**src/verilog/perturb_pkg.sv**
```systemverilog
// Stall modes, stall-count widths, response queue sizing and LFSR constants for the perturbation unit
package perturb_pkg;

    ////////////////////////////////
    // Stall configuration
    ////////////////////////////////

    // Stall mode select, driven straight from the top-level inputs
    typedef enum logic [1:0] {
        STALL_OFF    = 2'd0,
        STALL_FIXED  = 2'd1,
        STALL_RANDOM = 2'd2
    } stall_mode_e;

    // Width of every stall setting and stall counter
    localparam int STALL_W = 8;

    ////////////////////////////////
    // Response queue
    ////////////////////////////////

    // Accesses allowed between grant and response strobe, power of two
    localparam int RESP_DEPTH = 4;
    localparam int RESP_PTR_W = $clog2(RESP_DEPTH);
    // Occupancy counters must reach RESP_DEPTH itself
    localparam int RESP_CNT_W = $clog2(RESP_DEPTH + 1);

    ////////////////////////////////
    // Random source
    ////////////////////////////////

    localparam int          LFSR_W    = 16;
    // Nonzero start value
    localparam logic [15:0] LFSR_SEED = 16'hACE1;
    // x^16 + x^14 + x^13 + x^11 + 1, right-shift Galois form
    localparam logic [15:0] LFSR_TAPS = 16'hB400;

    // Stall count for one access: zero, the fixed count, or draw mod (max + 1)
    function automatic logic [STALL_W-1:0] pick_stall(
        input stall_mode_e          mode,
        input logic [STALL_W-1:0]   fixed_cnt,
        input logic [STALL_W-1:0]   max_cnt,
        input logic [STALL_W-1:0]   draw
    );
        logic [STALL_W:0] span;
        logic [STALL_W:0] rem;
        // One extra bit so that max = all ones still gives a full range
        span = {1'b0, max_cnt} + 1'b1;
        rem  = {1'b0, draw} % span;
        case (mode)
            STALL_FIXED:  pick_stall = fixed_cnt;
            STALL_RANDOM: pick_stall = rem[STALL_W-1:0];
            default:      pick_stall = '0;
        endcase
    endfunction

endpackage

```
**src/verilog/mem_bus_pkg.sv**
```systemverilog
// Data-port bus widths and scratch memory sizing shared by the bus interface and the memory
package mem_bus_pkg;

    ////////////////////////////////
    // Bus widths
    ////////////////////////////////

    // Byte address from the core
    localparam int ADDR_W = 32;
    // Word data in both directions
    localparam int DATA_W = 32;
    // One enable per byte lane
    localparam int BE_W   = DATA_W / 8;

    ////////////////////////////////
    // Scratch memory
    ////////////////////////////////

    // Number of 32-bit words
    localparam int MEM_WORDS = 256;
    // Word index width, taken from address bits above the byte offset
    localparam int MEM_IDX_W = $clog2(MEM_WORDS);

endpackage

```
**src/verilog/mem_req_if.sv**
```systemverilog
// Request bundle between the grant stage and the scratch memory, with hold-until-grant handshake
`timescale 1ns/1ps

interface mem_req_if;
    import mem_bus_pkg::*;

    // Request held high with steady fields until gnt
    logic              req;
    // Access transfers in the cycle where req and gnt are both high
    logic              gnt;

    // Request fields
    logic [ADDR_W-1:0] addr;
    logic              we;
    logic [BE_W-1:0]   be;
    logic [DATA_W-1:0] wdata;

    // Side that issues accesses
    modport requester (
        output req,
        output addr,
        output we,
        output be,
        output wdata,
        input  gnt
    );

    // Side that accepts accesses
    modport responder (
        input  req,
        input  addr,
        input  we,
        input  be,
        input  wdata,
        output gnt
    );

endinterface

```
**src/verilog/grant_stall_gen.sv**
```systemverilog
// Grant stall stage that delays the core's grant by a chosen count, then passes the request on
`timescale 1ns/1ps

module grant_stall_gen (
    input  logic                            clk_i,
    input  logic                            reset_i,

    // Core data port, request side
    input  logic                            core_req_i,
    input  logic [mem_bus_pkg::ADDR_W-1:0]  core_addr_i,
    input  logic                            core_we_i,
    input  logic [mem_bus_pkg::BE_W-1:0]    core_be_i,
    input  logic [mem_bus_pkg::DATA_W-1:0]  core_wdata_i,
    output logic                            core_gnt_o,

    // Stall settings
    input  perturb_pkg::stall_mode_e        stall_mode_i,
    input  logic [perturb_pkg::STALL_W-1:0] gnt_stall_i,
    input  logic [perturb_pkg::STALL_W-1:0] max_stall_i,
    input  logic [perturb_pkg::STALL_W-1:0] rand_i,

    // Room in the response queue
    input  logic                            can_accept_i,

    // Toward the scratch memory
    mem_req_if.requester                    mem
);
    import perturb_pkg::*;

    typedef enum logic {
        WAIT_REQ,
        COUNT
    } state_e;

    state_e             state_q;
    logic [STALL_W-1:0] cnt_q;
    logic [STALL_W-1:0] g_pick;
    logic               at_zero;

    // Fresh draw, only taken when a new request shows up in WAIT_REQ
    assign g_pick = pick_stall(stall_mode_i, gnt_stall_i, max_stall_i, rand_i);

    // Zero stall grants in the first cycle, otherwise wait for the counter
    assign at_zero = (state_q == WAIT_REQ) ? (g_pick == '0) : (cnt_q == '0);

    ////////////////////////////////
    // Request forwarding
    ////////////////////////////////

    // Fields pass straight through, req is what gets held back
    assign mem.addr  = core_addr_i;
    assign mem.we    = core_we_i;
    assign mem.be    = core_be_i;
    assign mem.wdata = core_wdata_i;

    // Queue must have room for the response before the access may go
    assign mem.req    = core_req_i && at_zero && can_accept_i;
    // Memory grants combinationally
    assign core_gnt_o = mem.gnt;

    ////////////////////////////////
    // Stall FSM
    ////////////////////////////////

    always_ff @(posedge clk_i) begin
        if (reset_i) begin
            state_q <= WAIT_REQ;
            cnt_q   <= '0;
        end else begin
            case (state_q)
                WAIT_REQ: begin
                    // Not granted in the first cycle, so start counting
                    if (core_req_i && !mem.gnt) begin
                        state_q <= COUNT;
                        // Cycle 0 already spent, grant lands in cycle G
                        cnt_q   <= (g_pick == '0) ? '0 : g_pick - 1'b1;
                    end
                end
                COUNT: begin
                    if (mem.gnt) begin
                        state_q <= WAIT_REQ;
                    end else if (cnt_q != '0) begin
                        cnt_q <= cnt_q - 1'b1;
                    end
                    // At zero, sit here until can_accept_i lets it through
                end
                default: state_q <= WAIT_REQ;
            endcase
        end
    end

    // Memory side never grants an access the core is not asking for
    a_no_orphan_gnt: assert property (@(posedge clk_i) disable iff (reset_i)
        mem.gnt |-> core_req_i);

    // Core keeps its request and fields steady until granted
    a_core_hold: assert property (@(posedge clk_i) disable iff (reset_i)
        (core_req_i && !core_gnt_o) |=>
            (core_req_i && $stable(core_addr_i) && $stable(core_we_i)
             && $stable(core_be_i) && $stable(core_wdata_i)));

endmodule

```
**src/flat_wrapper.sv**
```systemverilog
// flat-port wrapper written by rule: the top's interface ports become plain ports
module grant_stall_gen_flat import perturb_pkg::*;
  (clk_i, reset_i, core_req_i, core_addr_i, core_we_i, core_be_i, core_wdata_i, core_gnt_o, stall_mode_i, gnt_stall_i, max_stall_i, rand_i, can_accept_i, mem_req, mem_addr, mem_we, mem_be, mem_wdata, mem_gnt);
  mem_req_if mem_i ();
  input  logic clk_i;
  input  logic reset_i;
  input  logic core_req_i;
  input  logic [mem_bus_pkg::ADDR_W-1:0] core_addr_i;
  input  logic core_we_i;
  input  logic [mem_bus_pkg::BE_W-1:0] core_be_i;
  input  logic [mem_bus_pkg::DATA_W-1:0] core_wdata_i;
  output logic core_gnt_o;
  input  perturb_pkg::stall_mode_e stall_mode_i;
  input  logic [perturb_pkg::STALL_W-1:0] gnt_stall_i;
  input  logic [perturb_pkg::STALL_W-1:0] max_stall_i;
  input  logic [perturb_pkg::STALL_W-1:0] rand_i;
  input  logic can_accept_i;
  output wire logic [$bits(mem_i.req)-1:0] mem_req;
  output wire logic [$bits(mem_i.addr)-1:0] mem_addr;
  output wire logic [$bits(mem_i.we)-1:0] mem_we;
  output wire logic [$bits(mem_i.be)-1:0] mem_be;
  output wire logic [$bits(mem_i.wdata)-1:0] mem_wdata;
  input wire logic [$bits(mem_i.gnt)-1:0] mem_gnt;
  assign mem_req = mem_i.req;
  assign mem_addr = mem_i.addr;
  assign mem_we = mem_i.we;
  assign mem_be = mem_i.be;
  assign mem_wdata = mem_i.wdata;
  assign mem_i.gnt = mem_gnt;
  grant_stall_gen u_core (.clk_i(clk_i), .reset_i(reset_i), .core_req_i(core_req_i), .core_addr_i(core_addr_i), .core_we_i(core_we_i), .core_be_i(core_be_i), .core_wdata_i(core_wdata_i), .core_gnt_o(core_gnt_o), .stall_mode_i(stall_mode_i), .gnt_stall_i(gnt_stall_i), .max_stall_i(max_stall_i), .rand_i(rand_i), .can_accept_i(can_accept_i), .mem(mem_i));
endmodule
```
**config.mk**
```make
export PLATFORM = sky130hd
export DESIGN_NAME = grant_stall_gen_flat
export DESIGN_NICKNAME = d
export VERILOG_FILES = /design/src/verilog/perturb_pkg.sv /design/src/verilog/mem_bus_pkg.sv /design/src/verilog/mem_req_if.sv /design/src/verilog/grant_stall_gen.sv /design/src/flat_wrapper.sv
export SDC_FILE = /design/constraint.sdc
export NUM_CORES = 1
export LEC_CHECK = 0
export BUFFER_PORTS_ARGS = -buffer_cell sky130_fd_sc_hd__buf_2
export CORE_MARGIN = 8
export CORE_UTILIZATION = 45
export CTS_CLUSTER_DIAMETER = 40
export DETAILED_ROUTE_END_ITERATION = 12
export PLACE_DENSITY_LB_ADDON = 0.3
export SYNTH_ARGS = -nofsm -noshare
export SYNTH_HDL_FRONTEND = slang
export SYNTH_SLANG_ARGS = --single-unit
export TNS_END_PERCENT = 30
```
**constraint.sdc**
```tcl
create_clock -name clk_i -period 20.1 [get_ports clk_i]
set_input_delay 1.005 -clock clk_i [delete_from_list [all_inputs] [get_ports clk_i]]
set_output_delay 1.005 -clock clk_i [all_outputs]
set_load 0.05 [all_outputs]
```
==> results.md <==
* Status: finished, final reports clean
* Post-synth EDFFs at 0
* Fin crit share at 87.1%
* Synth Area in XOR/XNOR at 5.90%
* Max frequency at 57.2 MHz
* N_diodes at 0
* Rel. slew slack at 30.6%
* Min cycle time layout at 17.50 ns
* FF+latch count, synth at 9
* Max H-tree Level at 1
* Wire per inst at 17.7 um
* Layout cells sized above 1 at 14.2%
* Mux contribution to synthesized area at 4.01%
* Area fraction in compound gates after synthesis at 30.3%
* Crit path launch: max_stall_i[0]
* Iteration-0 DRC Markers at 303
* Area growth syn-to-layout at -5.23%
* Final WL at 11700 um
* CTS Hold Bufs at 0
* Endpoint class of the critical path: output pin
* Max-slew violations at 0
* Setup violation total in the final timing report at 0
* CTS max path bufs at 2
* Site row count at 35
* Worst Clk Skew at 0.00355 ns
* Root Buffer: clkbuf_8
* Syn avg cell area at 7.41 um2
* RSZ-0062 raised after global routing: no
* Crit Path Category: primary input to output pin
* Grt ovf at 0
* Number of buffers created by CTS at 3
* Post-CTS sizing at 0
* Pwr dens at 73.3 nW/um2
* CTS Sinks at 9
* Count of cell types in the netlist at 81
* YS warnings at 0
* Leak at 0.00167 uW
* HPWL Detailed at 9540 um
* Port bufs at 32
* First-pass GRT wire length at 19300 um
* Cell count after synthesis at 581
* Ys async rst share at 0%
* TNS Setup at 0 ns
* Die extent in y at 114 um
* Slowest CP cell: a41oi_1
* Total Routing Usage GR at 17.6%
* Commonest non-fill, non-tap cell in the layout: ha_1
* Post-route ant nets at 0
* CP most frequent cell: ha_1
* Most used flip-flop cell after synthesis: dfxtp_1
* CTS tree: built
* Post-synthesis sequential area ratio at 4.19%
* Vias per cell at 6.33
* Hold WC Path Type: register to register
* Synth Area in Simple Gates at 23.3%
* Worst setup SP type: primary input
* Initial antenna violation count at 0
* Max-cap violation count at 0
* Crit Path Max Fanout at 13
* RD Place Congestion at 0.941
* Number of global-route vias before repair at 4077
* Core area at 9280 um2
* Min-delay src: u_core.cnt_q[1]
* Routed vias at 4194
* Later-pin clock latency in the skew report at 0.24 ns
* Largest stage delay, worst path at 0.54 ns
* Utilization after layout at 43.9%
* # IOs at 171
* Post-layout nets at 689
* DRC at 0
* Die width at 114 um
* Final Hold Viols at 0
* Worst-Margin Slew at 1.01 ns
* Commonest non-fill, non-tap cells in the layout: ha_1 (53), nor2_1 (40), nand2_1 (37)
* Worst vdd ir at 0.0000232 V
* Required @ worst endpoint at 19.09 ns
* Worst Path Arrival at 16.49 ns
* Synthesized netlist net count at 735
* Postcts setup bufs at 0
* Main combinational cell family by area after synthesis: compound AO/OA/AOI/OAI gates
* Clock transition at path regs at 0.04 ns
* Largest net degree at the start of global routing at 14
* Die Area at 13000 um2
* Reg2Reg Launch Point: u_core.cnt_q[2]
* Starting Density at 46.4%
* Synth Cell Area at 4300 um2
* DRT Pass-1 Iters at 5
* Synth Area in Adders at 15.9%
## per-layer routing
| metal | wire, um | part of all wire (%) | track usage, % | up-vias |
|---|---|---|---|---|
| met3 | 1060 | 9.0 | 3.80 | 50 |
| met1 | 5330 | 45 | 23.1 | 1909 |
| met4 | 312 | 2.7 | 5.86 | 0 |
| li1 | - | - | - | 2023 |
| met2 | 5020 | 43 | 27.7 | 212 |
| met5 | 0 | 0 | 0 | - |
## worst paths after layout
kind                                   endpoint  slack, ns  cells past startpoint
worst max-delay path                    mem_req       2.60                     60
worst min-delay path            u_core.cnt_q[1]       0.51                      2
worst max register to register  u_core.cnt_q[5]      17.61                      7
worst min register to register  u_core.cnt_q[1]       0.51                      2
## sequential cells by signal (all words and copies together) (netlist names)
signal	count
u_core.cnt_q	8
u_core.state_q	1
## worst max-delay path, delay by kind of cell
family / cells / cell delay (ns)
simple gates: 18 / 4.00
compound gates: 29 / 7.61
buf+inv: 3 / 0.62
mux: 1 / 0.40
fa+ha+maj: 9 / 2.81
## Yosys cell counts (6+ instances only)
cell	number	share of area [%]
buf_4	70	12
ha_1	53	15
nor2_1	40	3.5
nand2_1	37	3.2
a21oi_1	34	4.0
inv_1	26	2.3
o21ai_0	22	2.6
xnor2_1	20	4.1
nor3_1	17	2.0
o21a_1	17	3.0
nand3_1	15	1.7
o211ai_1	12	2.1
clkbuf_1	10	0.87
dfxtp_1	9	4.2
xor2_1	9	1.8
a211oi_1	8	1.4
a31oi_1	8	1.2
mux2i_1	8	1.9
nand2b_1	8	1.2
or3_1	8	1.2
mux2_2	7	1.8
nor2b_1	7	1.0
or2_2	7	1.0
a21o_1	6	1.0
nand4_1	6	0.87
## area by class of cell
type	count	area, um2
clock buffers	4	45.0
fillers	962	5200
inverters	27	101
multi-input cells	460	3420
flip-flops and latches	9	180
well taps	129	161
repair buffers	34	175
## kinds of logic after synthesis
kind of cell	after synthesis
AO/OA/AOI/OAI	179
XOR/XNOR	29
flip-flops	9
multiplexers	16
adder cells (fa/ha/maj)	54
AND/OR/NAND/NOR	182
buffers and inverters	112
## where the power goes
group | leakage [uW] | internal [uW] | switching (uW)
clock | 0.0000228 | 13.9 | 8.03
combinational | 0.00157 | 103 | 151
sequential | 0.0000740 | 20.5 | 2.89
total | 0.00167 | 137 | 162
## metrics by stage
stage	setup WS, ns	total power, uW	cell area, um2	instances	hold slack (ns)
after global routing	1.42	327	4080	663	0.551
after detailed placement	3.02	271	4030	659	0.510
after floorplan	5.22	256	4300	581	0.474
after global placement	3.14	270	4030	659	0.508
after CTS	2.95	295	4080	663	0.517
final	2.60	299	4080	663	0.513
Power figures use the tool's default switching activity.
