## config.mk

```make
export PLATFORM = sky130hd
export DESIGN_NAME = stall_lfsr
export DESIGN_NICKNAME = d
export VERILOG_FILES = /design/src/verilog/perturb_pkg.sv /design/src/verilog/stall_lfsr.sv
export SDC_FILE = /design/constraint.sdc
export NUM_CORES = 1
export LEC_CHECK = 0
export ABC_AREA = 1
export BUFFER_PORTS_ARGS = -buffer_cell sky130_fd_sc_hd__buf_2
export CORE_AREA = 2 2 39 41
export DETAILED_ROUTE_END_ITERATION = 8
export DIE_AREA = 0 0 41 43
export PLACE_DENSITY = 0.81
export SLEW_MARGIN = 0
export SYNTH_ARGS = -nofsm -noshare
export SYNTH_HDL_FRONTEND = slang
export SYNTH_SLANG_ARGS = --single-unit
```

## constraint.sdc

```tcl
create_clock -name clk_i -period 1.6 [get_ports clk_i]
set_clock_uncertainty 0.05 [all_clocks]
set_input_delay 0.16 -clock clk_i [delete_from_list [all_inputs] [get_ports clk_i]]
set_output_delay 0.16 -clock clk_i [all_outputs]
set_load 0.02 [all_outputs]
```

## src/verilog/perturb_pkg.sv

```systemverilog
// Stall modes, stall-count widths, response queue sizing and LFSR constants for the perturbation unit
package perturb_pkg;

    ////////////////////////////////
    // Stall configuration
    ////////////////////////////////

    // Stall mode select, driven straight from the top-level inputs
    typedef enum logic [1:0] {
        STALL_OFF    = 2'd0,
        STALL_FIXED  = 2'd1,
        STALL_RANDOM = 2'd2
    } stall_mode_e;

    // Width of every stall setting and stall counter
    localparam int STALL_W = 8;

    ////////////////////////////////
    // Response queue
    ////////////////////////////////

    // Accesses allowed between grant and response strobe, power of two
    localparam int RESP_DEPTH = 4;
    localparam int RESP_PTR_W = $clog2(RESP_DEPTH);
    // Occupancy counters must reach RESP_DEPTH itself
    localparam int RESP_CNT_W = $clog2(RESP_DEPTH + 1);

    ////////////////////////////////
    // Random source
    ////////////////////////////////

    localparam int          LFSR_W    = 16;
    // Nonzero start value
    localparam logic [15:0] LFSR_SEED = 16'hACE1;
    // x^16 + x^14 + x^13 + x^11 + 1, right-shift Galois form
    localparam logic [15:0] LFSR_TAPS = 16'hB400;

    // Stall count for one access: zero, the fixed count, or draw mod (max + 1)
    function automatic logic [STALL_W-1:0] pick_stall(
        input stall_mode_e          mode,
        input logic [STALL_W-1:0]   fixed_cnt,
        input logic [STALL_W-1:0]   max_cnt,
        input logic [STALL_W-1:0]   draw
    );
        logic [STALL_W:0] span;
        logic [STALL_W:0] rem;
        // One extra bit so that max = all ones still gives a full range
        span = {1'b0, max_cnt} + 1'b1;
        rem  = {1'b0, draw} % span;
        case (mode)
            STALL_FIXED:  pick_stall = fixed_cnt;
            STALL_RANDOM: pick_stall = rem[STALL_W-1:0];
            default:      pick_stall = '0;
        endcase
    endfunction

endpackage

```

## src/verilog/stall_lfsr.sv

```systemverilog
// Free-running 16-bit Galois LFSR that feeds random stall draws to both stall stages
`timescale 1ns/1ps

module stall_lfsr (
    input  logic                           clk_i,
    input  logic                           reset_i,
    output logic [perturb_pkg::LFSR_W-1:0] rand_o
);
    import perturb_pkg::*;

    logic [LFSR_W-1:0] lfsr_q;
    logic [LFSR_W-1:0] lfsr_d;

    // Shift right, fold the output bit back through the tap mask
    always_comb begin
        lfsr_d = {1'b0, lfsr_q[LFSR_W-1:1]};
        if (lfsr_q[0]) begin
            lfsr_d = lfsr_d ^ LFSR_TAPS;
        end
    end

    // Advances every cycle, never leaves the nonzero cycle
    always_ff @(posedge clk_i) begin
        if (reset_i) begin
            lfsr_q <= LFSR_SEED;
        end else begin
            lfsr_q <= lfsr_d;
        end
    end

    // Low byte to the grant stage, high byte to the response stage
    assign rand_o = lfsr_q;

endmodule

```

==> results.ini, run 1 <==
[run_status]
status=finished, final reports clean

[synthesis]
synth.cell_area_um2=572
yosysUniqueCellTypes=8
syn_inst=64
synth_fp_nets=66
ys_ff_latch=16
yosysSeqAreaShare_pct=56.0
synthTopCellsByArea=dfxtp_1 (56%), buf_4 (17%), inv_1 (7.2%)
syn_area_per_cell_um2=8.93
synth_top_area_cell=dfxtp_1
yosysWarnings=0
synth_top_area_share_pct=56.0

[worst_hold_path]
hp-class=input port to register
hold_depth=2
hp-start=reset_i

[clock_tree]
path_clk_slew_ps=80
postCtsSetupBuffers=0
cts.sink_count=16
cts_made_buffers=3
root_buffer=clkbuf_4
clock_path_buffers=2
cts_resized=0
hold_buffers=0
ctsHtreeMaxLevel=1
clk_latency_ps=260
cts_tree=built

[setup_path]
crit_path_start=rand_o[0]
cp_max_fo=6
worstReg2RegStart=rand_o[0]
reg2reg_depth=3
critical_path.cell_chain=buf_2
crit_arrival_ps=880
slowest_delay_ps=420
slowest_stage=dfxtp_1
path_buf_inv=1
criticalPathCategory=register to output pin
required_ps=1390
end_kind=output pin
cp-start-kind=register
path_delay_family=flip-flops
path_depth=1

[pwr]
comb_power_share_pct=12.3
power_frac_clock_pct=26.4
power_density_nw_per_um2=1210
power_leakage_nw=0.324
vdd_drop_max_mv=0.371
p_sw_w=0.000175
power_frac_seq_pct=61.3
swShare_pct=24.5
intPower_w=0.000540

[route]
drcViolationCount=0
ant_nets=0
wl_per_cell_um=9.12
routed_wl_um=784
routed_via_density=4.12
vias=354
dr.pass1.iters=2
drtIter0Drc=4

[timing]
max_freq_mhz=916
fin_setup_tns_ps=0
slew_headroom_pct=86.4
slew_viol_final=0
worstMarginPinSlew_ps=203
finalCriticalPeriod_ps=1090
setup_slack_ps=508
fin_crit_sh_pct=68.2
hold_viol=0
setup_viol=0
rsz0062_at_grt=no
whs_ps=152

[floorplanning]
die_h_um=43
start_util_pct=41.3
coreArea_um2=1380
rows=14
ioPinCount=18
die-area_um2=1760
fp.dieW_um=41

[place]
place_ws_ps=794
place_congestion=0.747
dpl.hpwl_um=605
port_buffers=17

[grt]
busiest_layer=met1
grt_pass1_vias=316
antenna_found_initial=0
grt_first_pass_wirelength_um=1220
grtUsageMet2_pct=13.4
grt_max_degree=14
grt_usage_pct=10.5
use_met3_pct=4.71
gr-total-overflow=0
grt_use_met1_pct=14.1

[cells_and_area]
final_common_cell=buf_2
n_antenna_cell=0
syn_to_final_growth_pct=3.28
layout.nets=74
layout_common_cells=buf_2 (17), dfxtp_1 (16), inv_1 (11)
drive_above_1_share_pct=28.6
fillers=149
largest_register_ffs=16

[run]
cap_violations=0

==> cell type report <==
type | count | area [µm²] | area share (%)
clock buffer | 3 | 22.5 | 3.81
inverter | 11 | 41.3 | 6.99
multi-input combinational | 23 | 101 | 17.2
sequential | 16 | 320 | 54.2
tap | 16 | 20.0 | 3.39
timing repair buffer | 17 | 85.1 | 14.4
==> Yosys cell counts (all sizes together) <==
library cell  instances
dfxtp                16
buf                  14
inv                  11
nor2                  9
nand2                 7
or2                   5
nand3                 2
==> worst reg2reg max path: stages (launching register included) <==
cell and delay, ps:
dfxtp_1 420, inv_1 100, nand2_1 70, nand3_1 60
==> power by group through the flow <==
stage	clock (W)	combinational (W)	sequential [W]
CTS	0.000199	0.0000897	0.000439
finish	0.000189	0.0000880	0.000438
global placement	0	0.0000872	0.000447
floorplan	0	0.0000804	0.000452
global route	0.000224	0.0000978	0.000442
detailed placement	0	0.0000889	0.000448
==> worst paths after layout <==
path | slack, ps | to
worst max-delay path | 510 | rand_o[0]
worst min-delay path | 150 | rand_o[1]
worst max register to register | 800 | rand_o[13]
worst min register to register | 370 | rand_o[3]
==> stage by stage <==
step | cell area (µm²) | power, W | instances | utilization, %
2_1_floorplan | 572 | 0.000533 | 64 | -
3_3_place_gp | 568 | 0.000534 | 83 | 41.0
3_5_place_dp | 568 | 0.000537 | 83 | 41.0
4_1_cts | 591 | 0.000727 | 86 | 42.7
5_1_grt | 591 | 0.000764 | 86 | 42.7
6_report | 591 | 0.000715 | 86 | 42.7
==> metal layers <==
metal	up-vias	routed length (µm)
met5	-	0
met4	0	0
met3	0	75
met2	15	340
met1	155	367
li1	184	-
==> cells by family after synthesis <==
family                 count (synthesis)  synth area share, %
buffers and inverters                 25                 26.3
AND/OR/NAND/NOR                       23                 17.7
flip-flops                            16                 56.0
No activity file was read; power rests on OpenSTA's default activity.
==> run 2, diff against run 1 <==
clock period = 1.1 ns   (was 1.6 ns; I/O delays follow)
==> results.ini, run 2 (synthesis results as in run 1) <==
[run_status]
status=finished, final reports clean

[timing]
max_freq_mhz=996
whs_ps=73.8
setup_viol=0
fin_crit_sh_pct=91.3
hold_viol=0
finalCriticalPeriod_ps=1000
slew_viol_final=0
rsz0062_at_grt=no
worstMarginPinSlew_ps=198
slew_headroom_pct=86.8
fin_setup_tns_ps=0

[clock_tree]
cts.sink_count=16
clk_latency_ps=290
cts_made_buffers=3
hold_buffers=0
ctsHtreeMaxLevel=1
clock_path_buffers=2
path_clk_slew_ps=90
cts_tree=built
root_buffer=clkbuf_4

[setup_path]
crit_arrival_ps=840
criticalPathCategory=register to output pin
critical_path.cell_chain=buf_2
cp_max_fo=6
slowest_stage=dfxtp_2
cp-start-kind=register
end_kind=output pin
path_delay_family=flip-flops
slowest_delay_ps=380
path_buf_inv=1
required_ps=940

[pwr]
power_frac_seq_pct=55.6
vdd_drop_max_mv=1.03
swShare_pct=24.9
power_leakage_nw=0.331
intPower_w=0.000862
comb_power_share_pct=11.1
power_density_nw_per_um2=1890
p_sw_w=0.000285
power_frac_clock_pct=33.4

[route]
vias=357
routed_wl_um=793
ant_nets=0
wl_per_cell_um=9.11
drcViolationCount=0
drtIter0Drc=0
dr.pass1.iters=1
routed_via_density=4.10

[grt]
grt_max_degree=14
gr-total-overflow=0
grt_usage_pct=11.9
grt_pass1_vias=312
antenna_found_initial=0
grt_first_pass_wirelength_um=1270

[cells_and_area]
n_antenna_cell=0
instances_no_fill=87
layout_common_cells=buf_2 (17), dfxtp_1 (15), inv_1 (11)
syn_to_final_growth_pct=5.91
drive_above_1_share_pct=31.0
final_common_cell=buf_2
layout.nets=74
largest_register_ffs=16
final_util_pct=43.8

[floorplanning]
ioPinCount=18
start_util_pct=41.3
die_h_um=43
rows=14
die-area_um2=1760
coreArea_um2=1380
fp.dieW_um=41

[place]
dpl.hpwl_um=580
port_buffers=17
place_congestion=0.732
dp.cells=83

[run]
cap_violations=0

[worst_hold_path]
hp-class=input port to register

-- run 2: through the flow --
step	area (µm²)	setup slack (ps)	total power, W
after floorplan	572	329	0.000775
after global placement	568	368	0.000777
after detailed placement	568	288	0.000780
after CTS	604	9.66	0.00117
after global routing	606	29.3	0.00122
final	606	95.6	0.00115
-- run 2: cell type report --
type	count	area, µm²
well taps	16	20.0
inverters	11	41.3
multi-input cells	23	101
clock buffers	4	36.3
fillers	149	778
flip-flops and latches	16	322
repair buffers	17	85.1
-- run 2: final timing paths --
kind             start    endpoint  slack (ps)  cells past startpoint
min            reset_i  rand_o[14]          70                      2
max reg2reg  rand_o[0]  rand_o[13]         360                      3
min reg2reg  rand_o[4]   rand_o[3]         370                      2
max          rand_o[0]   rand_o[0]         100                      1
-- run 2: routing by layer --
layer  GRT usage [%]  share of wire (%)
met1            11.1                 45
met2            16.6                 38
met3            9.95                 13
met4            8.00                3.2
met5               0                  0
-- run 2: repair_timing --
item / CTS / global route
buffers inserted: 0 / 0
gates resized for setup: 0 / 1
endpoints found under the setup margin: 0 / 1
-- run 2: power by group through the flow --
stage	sequential, W	combinational, W	clock [W]
2_1_floorplan	0.000658	0.000117	0
3_3_place_gp	0.000649	0.000127	0
3_5_place_dp	0.000651	0.000128	0
4_1_cts	0.000638	0.000129	0.000402
5_1_grt	0.000644	0.000142	0.000433
6_report	0.000638	0.000127	0.000383
==> run 3, diff against run 2 <==
CORE_AREA = unset   (was 2 2 39 41)
CORE_MARGIN = 2   (was unset)
CORE_UTILIZATION = 25   (was unset)
CTS_CLUSTER_SIZE = 30   (was unset)
DIE_AREA = unset   (was 0 0 41 43)
PLACE_DENSITY = 0.57   (was 0.81)
SETUP_SLACK_MARGIN = 0.4   (was unset)
==> results.ini, run 3 (synthesis results as in run 1) <==
[run_status]
status=finished, final reports clean

[clock_tree]
clk_latency_ps=280
path_clk_slew_ps=90
root_buffer=clkbuf_4
clock_path_buffers=2
cts_made_buffers=3
hold_buffers=0
cts_tree=built
cts.sink_count=16
ctsHtreeMaxLevel=1

[grt]
grt_pass1_vias=370
use_met3_pct=2.87
grt_usage_pct=8.40
busiest_layer=met2
gr-total-overflow=0
antenna_found_initial=0
grt_max_degree=14
grtUsageMet2_pct=13.7
grt_first_pass_wirelength_um=1570
grt_use_met1_pct=8.19

[cells_and_area]
drive_above_1_share_pct=70.4
fillers=229
layout_common_cells=buf_6 (17), dfxtp_2 (15), buf_4 (9)
regArea_um2=343
largest_register_ffs=16
n_antenna_cell=0
final_common_cell=buf_6
layout.nets=84
syn_to_final_growth_pct=47.5
multiInputGateArea_um2=121
final_util_pct=38.5

[setup_path]
cp_max_fo=2
path_delay_family=flip-flops
crit_arrival_ps=760
cp-start-kind=register
slowest_stage=dfxtp_4
required_ps=940
critical_path.cell_chain=buf_6
criticalPathCategory=register to output pin
slowest_delay_ps=360
end_kind=output pin
path_buf_inv=1

[floorplanning]
die-area_um2=2690
die_h_um=51.8
coreArea_um2=2190
ioPinCount=18
fp.dieW_um=51.8
rows=17
start_util_pct=26.1

[pwr]
power_density_nw_per_um2=1490
power_leakage_nw=0.416
vdd_drop_max_mv=0.502

[timing]
max_freq_mhz=1080
rsz0062_at_grt=yes
finalCriticalPeriod_ps=922
worstMarginPinSlew_ps=208
fin_setup_tns_ps=0
hold_viol=0
slew_viol_final=0
slew_headroom_pct=86.2
fin_crit_sh_pct=83.8
setup_viol=0

[route]
wl_per_cell_um=9.32
routed_wl_um=1020
vias=407
drtIter0Drc=4
drcViolationCount=0
dr.pass1.iters=4
routed_via_density=3.73
ant_nets=0

[place]
dpl.hpwl_um=631
port_buffers=17
place_congestion=0.636

[worst_hold_path]
hp-class=input port to register

[run]
cap_violations=0

[run 3: power by group]
| part | switching (W) | internal [W] |
|---|---|---|
| Clock | 0.000182 | 0.000202 |
| Combinational | 0.000107 | 0.000121 |
| Sequential | 0.0000256 | 0.000623 |
| Total | 0.000314 | 0.000945 |
[run 3: path summary, 6_finish.rpt]
check             slack [ps]         end       from  cells past startpoint
setup / recovery         180   rand_o[0]  rand_o[0]                      1
hold / removal            70   rand_o[8]    reset_i                      2
setup reg to reg         190  rand_o[10]  rand_o[0]                      5
hold reg to reg          380   rand_o[2]  rand_o[3]                      2
[run 3: through the flow]
stage	total power (W)	setup slack (ps)	area [µm²]	hold WS [ps]	std cells
global route	0.00133	145	843	77.8	109
detailed placement	0.000784	363	588	360	95
floorplan	0.000777	406	577	160	64
finish	0.00126	178	843	69.9	109
global placement	0.000782	364	588	358	95
CTS	0.00124	171	787	66.6	105
[run 3: cell type report]
class                   instances  share of cell area (%)
clock buffers                   4                    4.30
inverters                      11                    5.19
multi-input cells              23                    14.4
flip-flops and latches         16                    40.7
well taps                      28                    4.15
repair buffers                 27                    31.3
[run 3: per-layer routing]
metal  vias up  share of wire [%]
met2        13                 53
met4         0                1.9
li1        204                  -
met1       188                 38
met3         2                7.0
met5         -                  0
[run 3: worst reg2reg max path: cells and delay by family (launching register included)]
family,cells,cell delay [ps]
buffers and inverters,3,260
AND/OR/NAND/NOR,2,120
flip-flops,1,360
[run 3: what timing repair did]
| item | CTS | global route |
|---|---|---|
| buffers inserted | 6 | 4 |
| setup endpoints to repair | 18 | 25 |
| gates resized for setup | 45 | 12 |
| pin swaps | 0 | 3 |
