### src/verilog/perturb_pkg.sv
// Stall modes, stall-count widths, response queue sizing and LFSR constants for the perturbation unit
package perturb_pkg;

    ////////////////////////////////
    // Stall configuration
    ////////////////////////////////

    // Stall mode select, driven straight from the top-level inputs
    typedef enum logic [1:0] {
        STALL_OFF    = 2'd0,
        STALL_FIXED  = 2'd1,
        STALL_RANDOM = 2'd2
    } stall_mode_e;

    // Width of every stall setting and stall counter
    localparam int STALL_W = 8;

    ////////////////////////////////
    // Response queue
    ////////////////////////////////

    // Accesses allowed between grant and response strobe, power of two
    localparam int RESP_DEPTH = 4;
    localparam int RESP_PTR_W = $clog2(RESP_DEPTH);
    // Occupancy counters must reach RESP_DEPTH itself
    localparam int RESP_CNT_W = $clog2(RESP_DEPTH + 1);

    ////////////////////////////////
    // Random source
    ////////////////////////////////

    localparam int          LFSR_W    = 16;
    // Nonzero start value
    localparam logic [15:0] LFSR_SEED = 16'hACE1;
    // x^16 + x^14 + x^13 + x^11 + 1, right-shift Galois form
    localparam logic [15:0] LFSR_TAPS = 16'hB400;

    // Stall count for one access: zero, the fixed count, or draw mod (max + 1)
    function automatic logic [STALL_W-1:0] pick_stall(
        input stall_mode_e          mode,
        input logic [STALL_W-1:0]   fixed_cnt,
        input logic [STALL_W-1:0]   max_cnt,
        input logic [STALL_W-1:0]   draw
    );
        logic [STALL_W:0] span;
        logic [STALL_W:0] rem;
        // One extra bit so that max = all ones still gives a full range
        span = {1'b0, max_cnt} + 1'b1;
        rem  = {1'b0, draw} % span;
        case (mode)
            STALL_FIXED:  pick_stall = fixed_cnt;
            STALL_RANDOM: pick_stall = rem[STALL_W-1:0];
            default:      pick_stall = '0;
        endcase
    endfunction

endpackage

### src/verilog/mem_bus_pkg.sv
// Data-port bus widths and scratch memory sizing shared by the bus interface and the memory
package mem_bus_pkg;

    ////////////////////////////////
    // Bus widths
    ////////////////////////////////

    // Byte address from the core
    localparam int ADDR_W = 32;
    // Word data in both directions
    localparam int DATA_W = 32;
    // One enable per byte lane
    localparam int BE_W   = DATA_W / 8;

    ////////////////////////////////
    // Scratch memory
    ////////////////////////////////

    // Number of 32-bit words
    localparam int MEM_WORDS = 256;
    // Word index width, taken from address bits above the byte offset
    localparam int MEM_IDX_W = $clog2(MEM_WORDS);

endpackage

### src/verilog/resp_stall_queue.sv
// Response stall stage that queues memory responses and hands each to the core after its own delay
`timescale 1ns/1ps

module resp_stall_queue (
    input  logic                            clk_i,
    input  logic                            reset_i,

    // From the scratch memory
    input  logic                            mem_rvalid_i,
    input  logic [mem_bus_pkg::DATA_W-1:0]  mem_rdata_i,
    input  logic                            mem_gnt_i,

    // Stall settings
    input  perturb_pkg::stall_mode_e        stall_mode_i,
    input  logic [perturb_pkg::STALL_W-1:0] valid_stall_i,
    input  logic [perturb_pkg::STALL_W-1:0] max_stall_i,
    input  logic [perturb_pkg::STALL_W-1:0] rand_i,

    // To the grant stage
    output logic                            can_accept_o,

    // Core data port, response side
    output logic                            core_rvalid_o,
    output logic [mem_bus_pkg::DATA_W-1:0]  core_rdata_o
);
    import perturb_pkg::*;
    import mem_bus_pkg::*;

    // Circular buffer of response data
    logic [DATA_W-1:0]     resp_buf_q [RESP_DEPTH];
    logic [RESP_PTR_W-1:0] wr_ptr_q;
    logic [RESP_PTR_W-1:0] rd_ptr_q;
    logic [RESP_CNT_W-1:0] count_q;
    // Granted accesses whose memory response has not arrived yet
    logic [RESP_CNT_W-1:0] inflight_q;

    // Head stall counter, armed once the head has its count
    logic                  armed_q;
    logic [STALL_W-1:0]    hold_q;

    logic                  head_valid;
    logic [STALL_W-1:0]    v_pick;
    logic                  pop;

    ////////////////////////////////
    // Head selection
    ////////////////////////////////

    // Empty queue with a response arriving, head is the incoming one
    assign head_valid = (count_q != '0) || mem_rvalid_i;

    assign v_pick = pick_stall(stall_mode_i, valid_stall_i, max_stall_i, rand_i);

    always_comb begin
        if (armed_q) begin
            pop = (hold_q == '0);
        end else begin
            // New head, zero stall releases it right away
            pop = head_valid && (v_pick == '0);
        end
    end

    assign core_rvalid_o = pop;
    // Bypass path when nothing is stored ahead of the incoming response
    assign core_rdata_o  = (count_q == '0) ? mem_rdata_i : resp_buf_q[rd_ptr_q];

    // Reserve a slot for every granted access before it is granted
    assign can_accept_o = ({1'b0, inflight_q} + {1'b0, count_q}) < RESP_DEPTH;

    ////////////////////////////////
    // Storage and counters
    ////////////////////////////////

    // Every response is written, a bypassed one is popped in the same cycle
    always_ff @(posedge clk_i) begin
        if (mem_rvalid_i) begin
            resp_buf_q[wr_ptr_q] <= mem_rdata_i;
        end
    end

    always_ff @(posedge clk_i) begin
        if (reset_i) begin
            wr_ptr_q   <= '0;
            rd_ptr_q   <= '0;
            count_q    <= '0;
            inflight_q <= '0;
            armed_q    <= 1'b0;
            hold_q     <= '0;
        end else begin
            if (mem_rvalid_i) begin
                wr_ptr_q <= wr_ptr_q + 1'b1;
            end
            if (pop) begin
                rd_ptr_q <= rd_ptr_q + 1'b1;
            end
            count_q    <= count_q + RESP_CNT_W'(mem_rvalid_i) - RESP_CNT_W'(pop);
            // Up on grant, down when the response lands in the queue
            inflight_q <= inflight_q + RESP_CNT_W'(mem_gnt_i) - RESP_CNT_W'(mem_rvalid_i);

            if (armed_q) begin
                // Next head draws its own count in the cycle after release
                if (pop) begin
                    armed_q <= 1'b0;
                end else begin
                    hold_q <= hold_q - 1'b1;
                end
            end else if (head_valid && (v_pick != '0)) begin
                armed_q <= 1'b1;
                // Arrival cycle counts as the first stall cycle
                hold_q  <= v_pick - 1'b1;
            end
        end
    end

    // Grant-side reservation keeps the buffer from overflowing
    a_no_push_full: assert property (@(posedge clk_i) disable iff (reset_i)
        mem_rvalid_i |-> (count_q < RESP_DEPTH));

    // With a nonzero fixed stall, strobes never sit in adjacent cycles
    a_strobe_gap: assert property (@(posedge clk_i) disable iff (reset_i)
        (core_rvalid_o && stall_mode_i == STALL_FIXED && valid_stall_i != '0) |=>
            !(core_rvalid_o && stall_mode_i == STALL_FIXED && valid_stall_i != '0));

endmodule

### config.mk
export PLATFORM = sky130hd
export DESIGN_NAME = resp_stall_queue
export DESIGN_NICKNAME = d
export VERILOG_FILES = /design/src/verilog/perturb_pkg.sv /design/src/verilog/mem_bus_pkg.sv /design/src/verilog/resp_stall_queue.sv
export SDC_FILE = /design/constraint.sdc
export NUM_CORES = 1
export LEC_CHECK = 0
export BUFFER_PORTS_ARGS = -buffer_cell sky130_fd_sc_hd__buf_2
export CAP_MARGIN = 10
export CORE_MARGIN = 10
export CORE_UTILIZATION = 50
export CTS_BUF_LIST = sky130_fd_sc_hd__clkbuf_8
export DETAILED_ROUTE_END_ITERATION = 12
export PLACE_DENSITY_LB_ADDON = 0.3
export SYNTH_ARGS = -nofsm -noshare
export SYNTH_HDL_FRONTEND = slang
export SYNTH_SLANG_ARGS = --single-unit
### constraint.sdc
create_clock -name clk_i -period 47.1 [get_ports clk_i]
set_input_delay 7.065 -clock clk_i [delete_from_list [all_inputs] [get_ports clk_i]]
set_output_delay 7.065 -clock clk_i [all_outputs]
set_load 0.01 [all_outputs]
==> flow_metrics.env, run 1 <==
export IMPL_final_area_mm2=0.0104
export IMPL_synth_seq_area_share_pct=45.9
export IMPL_synth_edff_count=128
export IMPL_nets=985
export IMPL_area_growth_pct=11.6
export IMPL_grt_max_degree=33
export IMPL_min_path_type="reg -> reg"
export IMPL_synth_simple_area_share_pct=11.4
export IMPL_finalSetupViolCount=0
export IMPL_min_period_ns=30.36
export IMPL_path_class="in -> out"
export IMPL_drt_wirelength_per_cell_um=19.3
export IMPL_synthAdderAreaFrac_pct=8.86
export IMPL_firstDrtPassIters=5
export IMPL_finalClockSkew_ns=0.00960
export IMPL_row_count=49
export IMPL_clock_sinks=149
export IMPL_drv_cap=0
export IMPL_dr_total_vias=6700
export IMPL_outcome="finished, final reports clean"
export IMPL_die_w_um=156
export IMPL_synth_cell_types=92
export IMPL_ys_top_cells_by_area="edfxtp_1 (41%), ha_1 (8.2%), mux4_2 (7.8%)"
export IMPL_cts_root_buf="clkbuf_8"
export IMPL_cts_buffers=17
export IMPL_core_mm2=0.0181
export IMPL_syn_area_per_cell_um2=12.1
export IMPL_r2r_cells=12
export IMPL_hold_slack_ns=0.512
export IMPL_synth_compound_area_share_pct=13.7
export IMPL_max_freq_ghz=0.0329
export IMPL_synth_warnings=0
export IMPL_grt_pass1_wl_um=34800
export IMPL_holdBufCountCts=0
export IMPL_critPathArrivalTime_ns=23.29
export IMPL_antenna_found_initial=1
export IMPL_dp_hpwl_um=15400
export IMPL_crit_path_start_kind="primary input"
export IMPL_syn_inst=766
export IMPL_grt_pass1_vias=6811
export IMPL_overflow=0
export IMPL_die_area_mm2=0.0244
export IMPL_cts_buffer_depth=2
export IMPL_htree_levels=4
export IMPL_synthMuxAreaShare_pct=13.6
export IMPL_synth_top_area_cell="edfxtp_1"
export IMPL_drt_wl_total_um=21300
export IMPL_cts_resized=0
export IMPL_power_density_mw_per_mm2=48.7
export IMPL_slowest_delay_ns=0.82
export IMPL_initial_core_util_pct=51.2
export IMPL_yosys_area_top_type_share_pct=41.4
export IMPL_insertion_delay_ns=0.44
export IMPL_io_buffers=95
export IMPL_die_y_um=156
export IMPL_cts_tree="done"
export IMPL_postRouteAntennaNets=0
export IMPL_io_pin_count=96
export IMPL_rsz0062_at_grt="no"
export IMPL_critPathRequiredTime_ns=40.03
export IMPL_drc=0
export IMPL_synth_top_family_by_area="compound AO/OA/AOI/OAI gates"
export IMPL_finalMaxSlewViolations=0
export IMPL_synth_flop_cell="edfxtp_1"
export IMPL_path_common_cell="ha_1"
export IMPL_hold_depth=2
export IMPL_drtIter0Drc=556
export IMPL_viasPerCell=6.09
export IMPL_drive_gt1_share_pct=26.6
export IMPL_placed_cell_area_mm2=0.00999
export IMPL_grt_usage_pct=17.6
export IMPL_tightest_slew_ns=1.03
export IMPL_tns_ns=0
export IMPL_final_hold_violation_count=0
export IMPL_slew_headroom_pct=30.8
export IMPL_path_max_fanout=15
export IMPL_synth_xor_area_share_pct=3.49
export IMPL_synthArstFlopShare_pct=0
export IMPL_crit_slowest_cell="o21ai_0"
export IMPL_p_leak_nw=3.87
export IMPL_finalCritPeriodShare_pct=64.4
export IMPL_antenna_cells=0
export IMPL_ir_drop_uv=29.0
export IMPL_ys_seq_elements=149
export IMPL_endpoint_kind="output port"
export IMPL_syn_num_nets=892
export IMPL_synth_area_mm2=0.00929
export IMPL_clkTransAtPathRegs_ns=0.07
export IMPL_place_gp_congestion=0.976
export IMPL_post_cts_setup_buffers=0
[sequential cells by signal (all words and copies together) (netlist names), named ones only]
| register | count |
|---|---|
| armed_q | 1 |
| count_q | 3 |
| hold_q | 8 |
| inflight_q | 3 |
| rd_ptr_q | 2 |
| resp_buf_q | 128 |
| wr_ptr_q | 2 |
[cells in the final DEF (no fill, tap or decap), types with 4 or more instances in the layout]
cell,instances
edfxtp_1,128
and3_1,6
o211ai_1,6
a21oi_1,33
mux4_2,32
xor2_1,15
nor2_1,54
nand2_1,38
a22o_1,4
nor4_1,7
or3_1,6
dfxtp_1,20
mux2_2,37
clkbuf_8,17
a2111oi_0,4
o21ai_0,23
nand4_1,7
nor2b_1,9
and2_1,10
buf_4,9
a31oi_1,9
ha_1,61
inv_1,44
buf_2,95
nor3_1,20
nand2b_1,5
a211oi_1,10
nand3_1,10
o21a_1,12
mux2i_1,11
a21o_1,8
xnor2_1,22
[cells in the mapped netlist, types with 11 or more instances]
| master | number |
|---|---|
| a21oi_1 | 33 |
| clkbuf_1 | 19 |
| dfxtp_1 | 21 |
| edfxtp_1 | 128 |
| ha_1 | 61 |
| inv_1 | 40 |
| mux2_2 | 37 |
| mux2i_1 | 11 |
| mux4_2 | 32 |
| nand2_1 | 38 |
| nor2_1 | 54 |
| nor3_1 | 20 |
| o21a_1 | 12 |
| o21ai_0 | 23 |
| xnor2_1 | 22 |
| xor2_1 | 15 |
[power breakdown]
group | switching, mW | leakage, nW | internal (mW)
logic | 0.136 | 2.33 | 0.113
registers | 0.00794 | 1.35 | 0.155
clock network | 0.0457 | 0.195 | 0.0465
total | 0.190 | 3.87 | 0.314
[layer usage]
| layer | share of wire (%) | vias to the layer above | track usage [%] |
|---|---|---|---|
| met5 | 0.061 | - | 0 |
| met3 | 8.4 | 30 | 4.91 |
| met2 | 46 | 259 | 27.6 |
| met4 | 1.3 | 2 | 5.08 |
| met1 | 44 | 3237 | 23.4 |
| li1 | - | 3172 | - |
[critical path, delay by kind of cell]
kind	cells	cell delay, ns
compound gates	31	8.95
mux	1	0.40
buf+inv	4	0.70
simple gates	15	3.09
fa+ha+maj	9	3.09
[through the flow]
stage	power (mW)	util, %	cells	setup slack (ns)
after floorplan	0.350	-	766	19.94
after global placement	0.411	55.0	1069	17.65
after detailed placement	0.413	55.0	1069	17.27
after CTS	0.507	57.1	1101	17.17
after global routing	0.539	57.1	1101	15.28
final	0.504	57.1	1101	16.74
[cell type report]
cell class	count	area, µm²
multi-input cells	547	4740
well taps	229	287
clock buffers	17	234
repair buffers	104	543
clock inverters	15	141
inverters	40	150
fillers	1517	7780
flip-flops and latches	149	4270
[logic make-up (layout without fill, tap and decap cells)]
logic type,after synthesis,after routing
AND/OR/NAND/NOR,197,197
multiplexers,81,81
adder cells (fa/ha/maj),64,64
flip-flops,149,149
buffers and inverters,70,176
AO/OA/AOI/OAI,168,168
XOR/XNOR,37,37
[final timing paths]
check | start | endpoint | slack (ns)
min reg2reg | hold_q[0] | hold_q[0] | 0.51
max | max_stall_i[0] | core_rvalid_o | 16.74
max reg2reg | armed_q | count_q[2] | 43.73
min | hold_q[0] | hold_q[0] | 0.51
No activity file was read; power rests on OpenSTA's default activity.
==> run 2, diff against run 1 <==
ABC_AREA = 1   (was unset)
clock period = 27.2 ns   (was 47.1 ns; I/O delays follow)
==> run 2 against run 1 <==
Compared with the run above:
- cell count grew 29%
- register-to-register slack got worse by 19 ns
- flip-flop and latch count did not move
- cell area shrank 0.60%
- via count grew 11%
- critical endpoint unchanged
- largest cell class unchanged
==> flow_metrics.env, run 2 <==
export IMPL_outcome="finished, final reports clean"
export IMPL_final_area_mm2=0.0103
export IMPL_yosys_area_top_type_share_pct=41.8
export IMPL_io_buffers=95
export IMPL_slowest_delay_ns=0.38
export IMPL_p_leak_nw=4.63
export IMPL_critPathTopFamily="simple AND/OR/NAND/NOR gates"
export IMPL_grt_pass1_vias=7240
export IMPL_insertion_delay_ns=0.43
export IMPL_finalMaxSlewViolations=0
export IMPL_endpoint_kind="output port"
export IMPL_viasPerCell=5.23
export IMPL_htree_levels=4
export IMPL_path_max_fanout=13
export IMPL_hold_depth=2
export IMPL_drt_wl_total_um=21700
export IMPL_layout_cells_most_common_list="nor2_1 (211), nand2_1 (199), edfxtp_1 (128)"
export IMPL_synth_seq_area_share_pct=46.3
export IMPL_hp_start="rd_ptr_q[0]"
export IMPL_post_cts_setup_buffers=0
export IMPL_firstDrtPassIters=5
export IMPL_drt_wirelength_per_cell_um=15.2
export IMPL_io_pin_count=96
export IMPL_cts_tree="done"
export IMPL_crit_slowest_cell="ha_1"
export IMPL_reg_largest_list="resp_buf_q: 128 flops, hold_q: 8 flops"
export IMPL_cts_root_buf="clkbuf_8"
export IMPL_dp_hpwl_um=15100
export IMPL_reg2reg_to="count_q[2]"
export IMPL_drc=0
export IMPL_path_common_cell="nand2_1"
export IMPL_synthTopCellsByCount="nor2_1 (211), nand2_1 (199), edfxtp_1 (128)"
export IMPL_critPathArrivalTime_ns=17.30
export IMPL_synth_warnings=0
export IMPL_finalSetupViolCount=0
export IMPL_placed_cell_area_mm2=0.00989
export IMPL_grt_pass1_wl_um=35200
export IMPL_row_count=49
export IMPL_path_class="in -> out"
export IMPL_syn_area_per_cell_um2=8.41
export IMPL_core_mm2=0.0180
export IMPL_initial_core_util_pct=51.1
export IMPL_synth_flop_cell="edfxtp_1"
export IMPL_synthArstFlopShare_pct=0
export IMPL_yosys_cell_count_top_type="nor2_1"
export IMPL_die_w_um=156
export IMPL_cts_buffer_depth=2
export IMPL_clock_sinks=149
export IMPL_ir_drop_uv=53.7
export IMPL_max_flop_register="resp_buf_q"
export IMPL_min_path_type="reg -> reg"
export IMPL_tns_ns=0
export IMPL_syn_inst=1094
export IMPL_finalCritPeriodShare_pct=78.6
export IMPL_final_hold_violation_count=0
export IMPL_worst_hold_path_endpoint="rd_ptr_q[0]"
export IMPL_drv_cap=0
export IMPL_grt_max_degree=66
export IMPL_synth_edff_count=128
export IMPL_area_growth_pct=11.9
export IMPL_overflow=0
export IMPL_ys_seq_elements=149
export IMPL_rrSetupSlack_ns=24.64
export IMPL_clkTransAtPathRegs_ns=0.08
export IMPL_crit_path_start_kind="primary input"
export IMPL_grt_usage_pct=17.7
export IMPL_nets=1307
export IMPL_ys_top_cells_by_area="edfxtp_1 (42%), nor2_1 (8.6%), ha_1 (8.3%)"
export IMPL_rsz0062_at_grt="no"
export IMPL_die_y_um=156
export IMPL_slew_headroom_pct=27.0
export IMPL_place_gp_congestion=0.942
export IMPL_cts_buffers=17
export IMPL_synth_cell_types=44
export IMPL_drtIter0Drc=509
export IMPL_synth_area_mm2=0.00920
export IMPL_power_density_mw_per_mm2=84.4
export IMPL_cts_resized=0
export IMPL_dr_total_vias=7454
export IMPL_antenna_found_initial=2
export IMPL_r2r_cells=10
export IMPL_postRouteAntennaNets=0
export IMPL_fin_util_pct=57.2
export IMPL_finalClockSkew_ns=0.00773
export IMPL_min_period_ns=21.38
export IMPL_critPathRequiredTime_ns=23.12
export IMPL_syn_num_nets=1220
export IMPL_max_freq_ghz=0.0468
export IMPL_final_common_cell="nor2_1"
export IMPL_path_buf_inv=12
export IMPL_die_area_mm2=0.0242
export IMPL_tightest_slew_ns=1.10
export IMPL_holdBufCountCts=0
export IMPL_rr_startpoint="armed_q"
export IMPL_synth_top_area_cell="edfxtp_1"
export IMPL_largest_reg_flops=128
export IMPL_drive_gt1_share_pct=16.3
[run 2: metal layers]
metal / routed length (µm) / track usage (%) / vias to the layer above
li1: - / - / 3832
met1: 9740 / 22.9 / 3375
met2: 10300 / 29.2 / 225
met3: 1450 / 3.94 / 22
met4: 265 / 4.72 / 0
met5: 0 / 0 / -
[run 2: report_power, final]
group	switching [mW]	internal (mW)
clock network	0.0872	0.0842
logic	0.271	0.148
registers	0.0114	0.268
[run 2: layout make-up]
class / count / area [µm²]
diodes: 2 / 5.00
clock buffers: 17 / 234
clock inverters: 15 / 170
fillers: 1631 / 7720
inverters: 116 / 438
multi-input cells: 794 / 4370
flip-flops and latches: 149 / 4270
well taps: 229 / 287
repair buffers: 103 / 536
[run 2: through the flow]
| step | instances | setup WS [ns] | total power [mW] | hold WS (ns) |
|---|---|---|---|---|
| floorplan | 1094 | 8.02 | 0.585 | 0.448 |
| global placement | 1391 | 6.44 | 0.698 | 0.474 |
| detailed placement | 1391 | 6.02 | 0.704 | 0.472 |
| CTS | 1423 | 6.00 | 0.876 | 0.501 |
| global route | 1424 | 4.29 | 0.943 | 0.546 |
| finish | 1425 | 5.82 | 0.869 | 0.496 |
[run 2: worst max path at each step]
stage | startpoint | end | slack [ns] | depth (start not counted)
finish | max_stall_i[0] | core_rvalid_o | 5.82 | 101
CTS | max_stall_i[0] | core_rvalid_o | 6.00 | 101
floorplan | max_stall_i[0] | core_rvalid_o | 8.02 | 101
detailed placement | max_stall_i[0] | core_rvalid_o | 6.02 | 102
global route | max_stall_i[0] | core_rvalid_o | 4.29 | 104
global placement | max_stall_i[0] | core_rvalid_o | 6.44 | 102
[run 2: kinds of logic after synthesis]
family | synth area share, %
AND/OR/NAND/NOR | 25.0
AO/OA/AOI/OAI | 10.4
buffers and inverters | 6.21
flip-flops | 46.3
adder cells (fa/ha/maj) | 8.95
XOR/XNOR | 2.95
multiplexers | 0.109
[run 2: worst reg2reg max path: stages, from the launching register on]
cell      delay [ns]
dfxtp_1         0.55
clkinv_1        0.35
a21oi_1         0.30
ha_1            0.26
inv_1           0.06
ha_1            0.12
inv_1           0.05
fa_1            0.39
xor2_1          0.16
o21ai_0         0.15
a21oi_1         0.06
==> run 3, diff against run 2 <==
clock period = 18.3 ns   (was 27.2 ns; I/O delays follow)
==> run 3 against run 2 <==
Compared with the run above:
- core utilization grew 2.7 points
- sequential share of layout area shrank 1.9 points
- combinational power grew 60%
- total power grew 57%
- non-clock buffer count grew 23
- via count grew 2.8%
- setup slack lost 5.0 ns
==> flow_metrics.env, run 3 (synthesis gave the netlist of run 2 again) <==
export IMPL_outcome="finished, final reports clean"
export IMPL_largest_reg_flops=128
export IMPL_area_growth_pct=17.2
export IMPL_clock_sinks=149
export IMPL_drc=0
export IMPL_htree_levels=4
export IMPL_drv_cap=0
export IMPL_reg2reg_to="count_q[2]"
export IMPL_reg_largest_list="resp_buf_q: 128 flops, hold_q: 8 flops"
export IMPL_rrSetupSlack_ns=15.72
export IMPL_cts_buffers=17
export IMPL_crit_path_start_kind="primary input"
export IMPL_endpoint_kind="output port"
export IMPL_postRouteAntennaNets=0
export IMPL_row_count=49
export IMPL_min_period_ns=17.44
export IMPL_grt_usage_pct=18.0
export IMPL_initial_core_util_pct=51.1
export IMPL_critPathRequiredTime_ns=15.55
export IMPL_power_density_mw_per_mm2=127
export IMPL_critPathArrivalTime_ns=14.69
export IMPL_drt_wirelength_per_cell_um=15.5
export IMPL_die_w_um=156
export IMPL_final_common_cell="nor2_1"
export IMPL_finalClockSkew_ns=0.00758
export IMPL_max_flop_register="resp_buf_q"
export IMPL_slowest_delay_ns=0.32
export IMPL_insertion_delay_ns=0.44
export IMPL_grt_pass1_wl_um=36000
export IMPL_cts_buffer_depth=2
export IMPL_grt_max_degree=66
export IMPL_finalSetupViolCount=0
export IMPL_core_mm2=0.0180
export IMPL_nets=1331
export IMPL_grt_pass1_vias=7405
export IMPL_io_buffers=95
export IMPL_p_leak_nw=4.79
export IMPL_tns_ns=0
export IMPL_dr_total_vias=7663
export IMPL_place_gp_congestion=0.954
export IMPL_cp_startpoint="max_stall_i[1]"
export IMPL_min_path_type="reg -> reg"
export IMPL_viasPerCell=5.30
export IMPL_path_max_fanout=9
export IMPL_cp_endpoint="core_rvalid_o"
export IMPL_crit_slowest_cell="ha_1"
export IMPL_overflow=0
export IMPL_rr_startpoint="count_q[1]"
export IMPL_dp_hpwl_um=15300
export IMPL_hold_slack_ns=0.508
export IMPL_path_common_cell="nand2_1"
export IMPL_final_hold_violation_count=0
export IMPL_nFillCells=1614
export IMPL_finalMaxSlewViolations=0
export IMPL_ir_drop_uv=76.4
export IMPL_antenna_found_initial=2
export IMPL_drt_wl_total_um=22400
export IMPL_slew_headroom_pct=26.4
export IMPL_die_y_um=156
export IMPL_clkTransAtPathRegs_ns=0.07
export IMPL_layout_cells_most_common_list="nor2_1 (210), nand2_1 (190), edfxtp_1 (128)"
export IMPL_drive_gt1_share_pct=20.9
export IMPL_max_freq_ghz=0.0574
export IMPL_cts_tree="done"
export IMPL_r2r_cells=13
export IMPL_io_pin_count=96
export IMPL_cts_root_buf="clkbuf_8"
export IMPL_finalCritPeriodShare_pct=95.3
export IMPL_die_area_mm2=0.0242
export IMPL_fin_util_pct=59.9
export IMPL_tightest_slew_ns=1.10
export IMPL_holdBufCountCts=0
export IMPL_firstDrtPassIters=5
export IMPL_drtIter0Drc=484
export IMPL_path_class="in -> out"
run 3: cell type report:
type	count	area [µm²]	area share, %
antenna	2	5.00	0.0464
clock buffer	17	234	2.17
clock inverter	13	206	1.91
inverter	116	443	4.11
multi-input combinational	795	4620	42.9
sequential	149	4270	39.5
tap	229	287	2.66
timing repair buffer	126	724	6.72
run 3: how the worst min path moves through the flow:
stage	start	end	slack (ns)	cells after the start
2_1_floorplan	rd_ptr_q[0]	flip-flop	0.45	2
3_3_place_gp	rd_ptr_q[0]	rd_ptr_q[0]	0.47	2
3_5_place_dp	rd_ptr_q[0]	flip-flop	0.49	2
4_1_cts	hold_q[6]	hold_q[6]	0.51	2
5_1_grt	rd_ptr_q[0]	rd_ptr_q[0]	0.54	2
6_report	hold_q[6]	hold_q[6]	0.51	2
run 3: power breakdown:
| group | switching, mW | leakage [nW] | internal (mW) |
|---|---|---|---|
| combinational | 0.422 | 3.22 | 0.248 |
| clock | 0.121 | 0.224 | 0.161 |
| sequential | 0.0173 | 1.35 | 0.398 |
| total | 0.561 | 4.79 | 0.807 |
run 3: repair_timing:
item,4_1_cts,5_1_grt
pin swaps,0,19
resized for setup,1,49
gates cloned,0,1
setup endpoints to repair,1,1
buffers inserted,0,17
run 3: worst max-delay path: cells and delay by family:
| family | cells | cell delay, ns |
|---|---|---|
| and+or+nand+nor | 61 | 6.03 |
| buffers and inverters | 14 | 1.23 |
| adders and majority gates | 9 | 2.37 |
| AOI/OAI and AO/OA | 16 | 2.26 |
run 3: per-layer routing:
layer | part of all wire, % | wire length, µm | GRT usage (%)
met3 | 6.0 | 1340 | 3.83
met4 | 1.6 | 347 | 5.08
met2 | 48 | 10800 | 29.7
met1 | 44 | 9930 | 23.4
met5 | 0 | 0 | 0
run 3: per-stage QoR:
stage	worst slack [ns]	std cells	power [mW]	cell area (µm²)
after floorplan	1.79	1094	0.869	9200
after CTS	0.0765	1427	1.33	10400
final	0.864	1447	1.37	10800
after global placement	0.477	1397	1.04	9940
after detailed placement	-0.0335	1397	1.05	9940
after global routing	-0.242	1446	1.48	10800
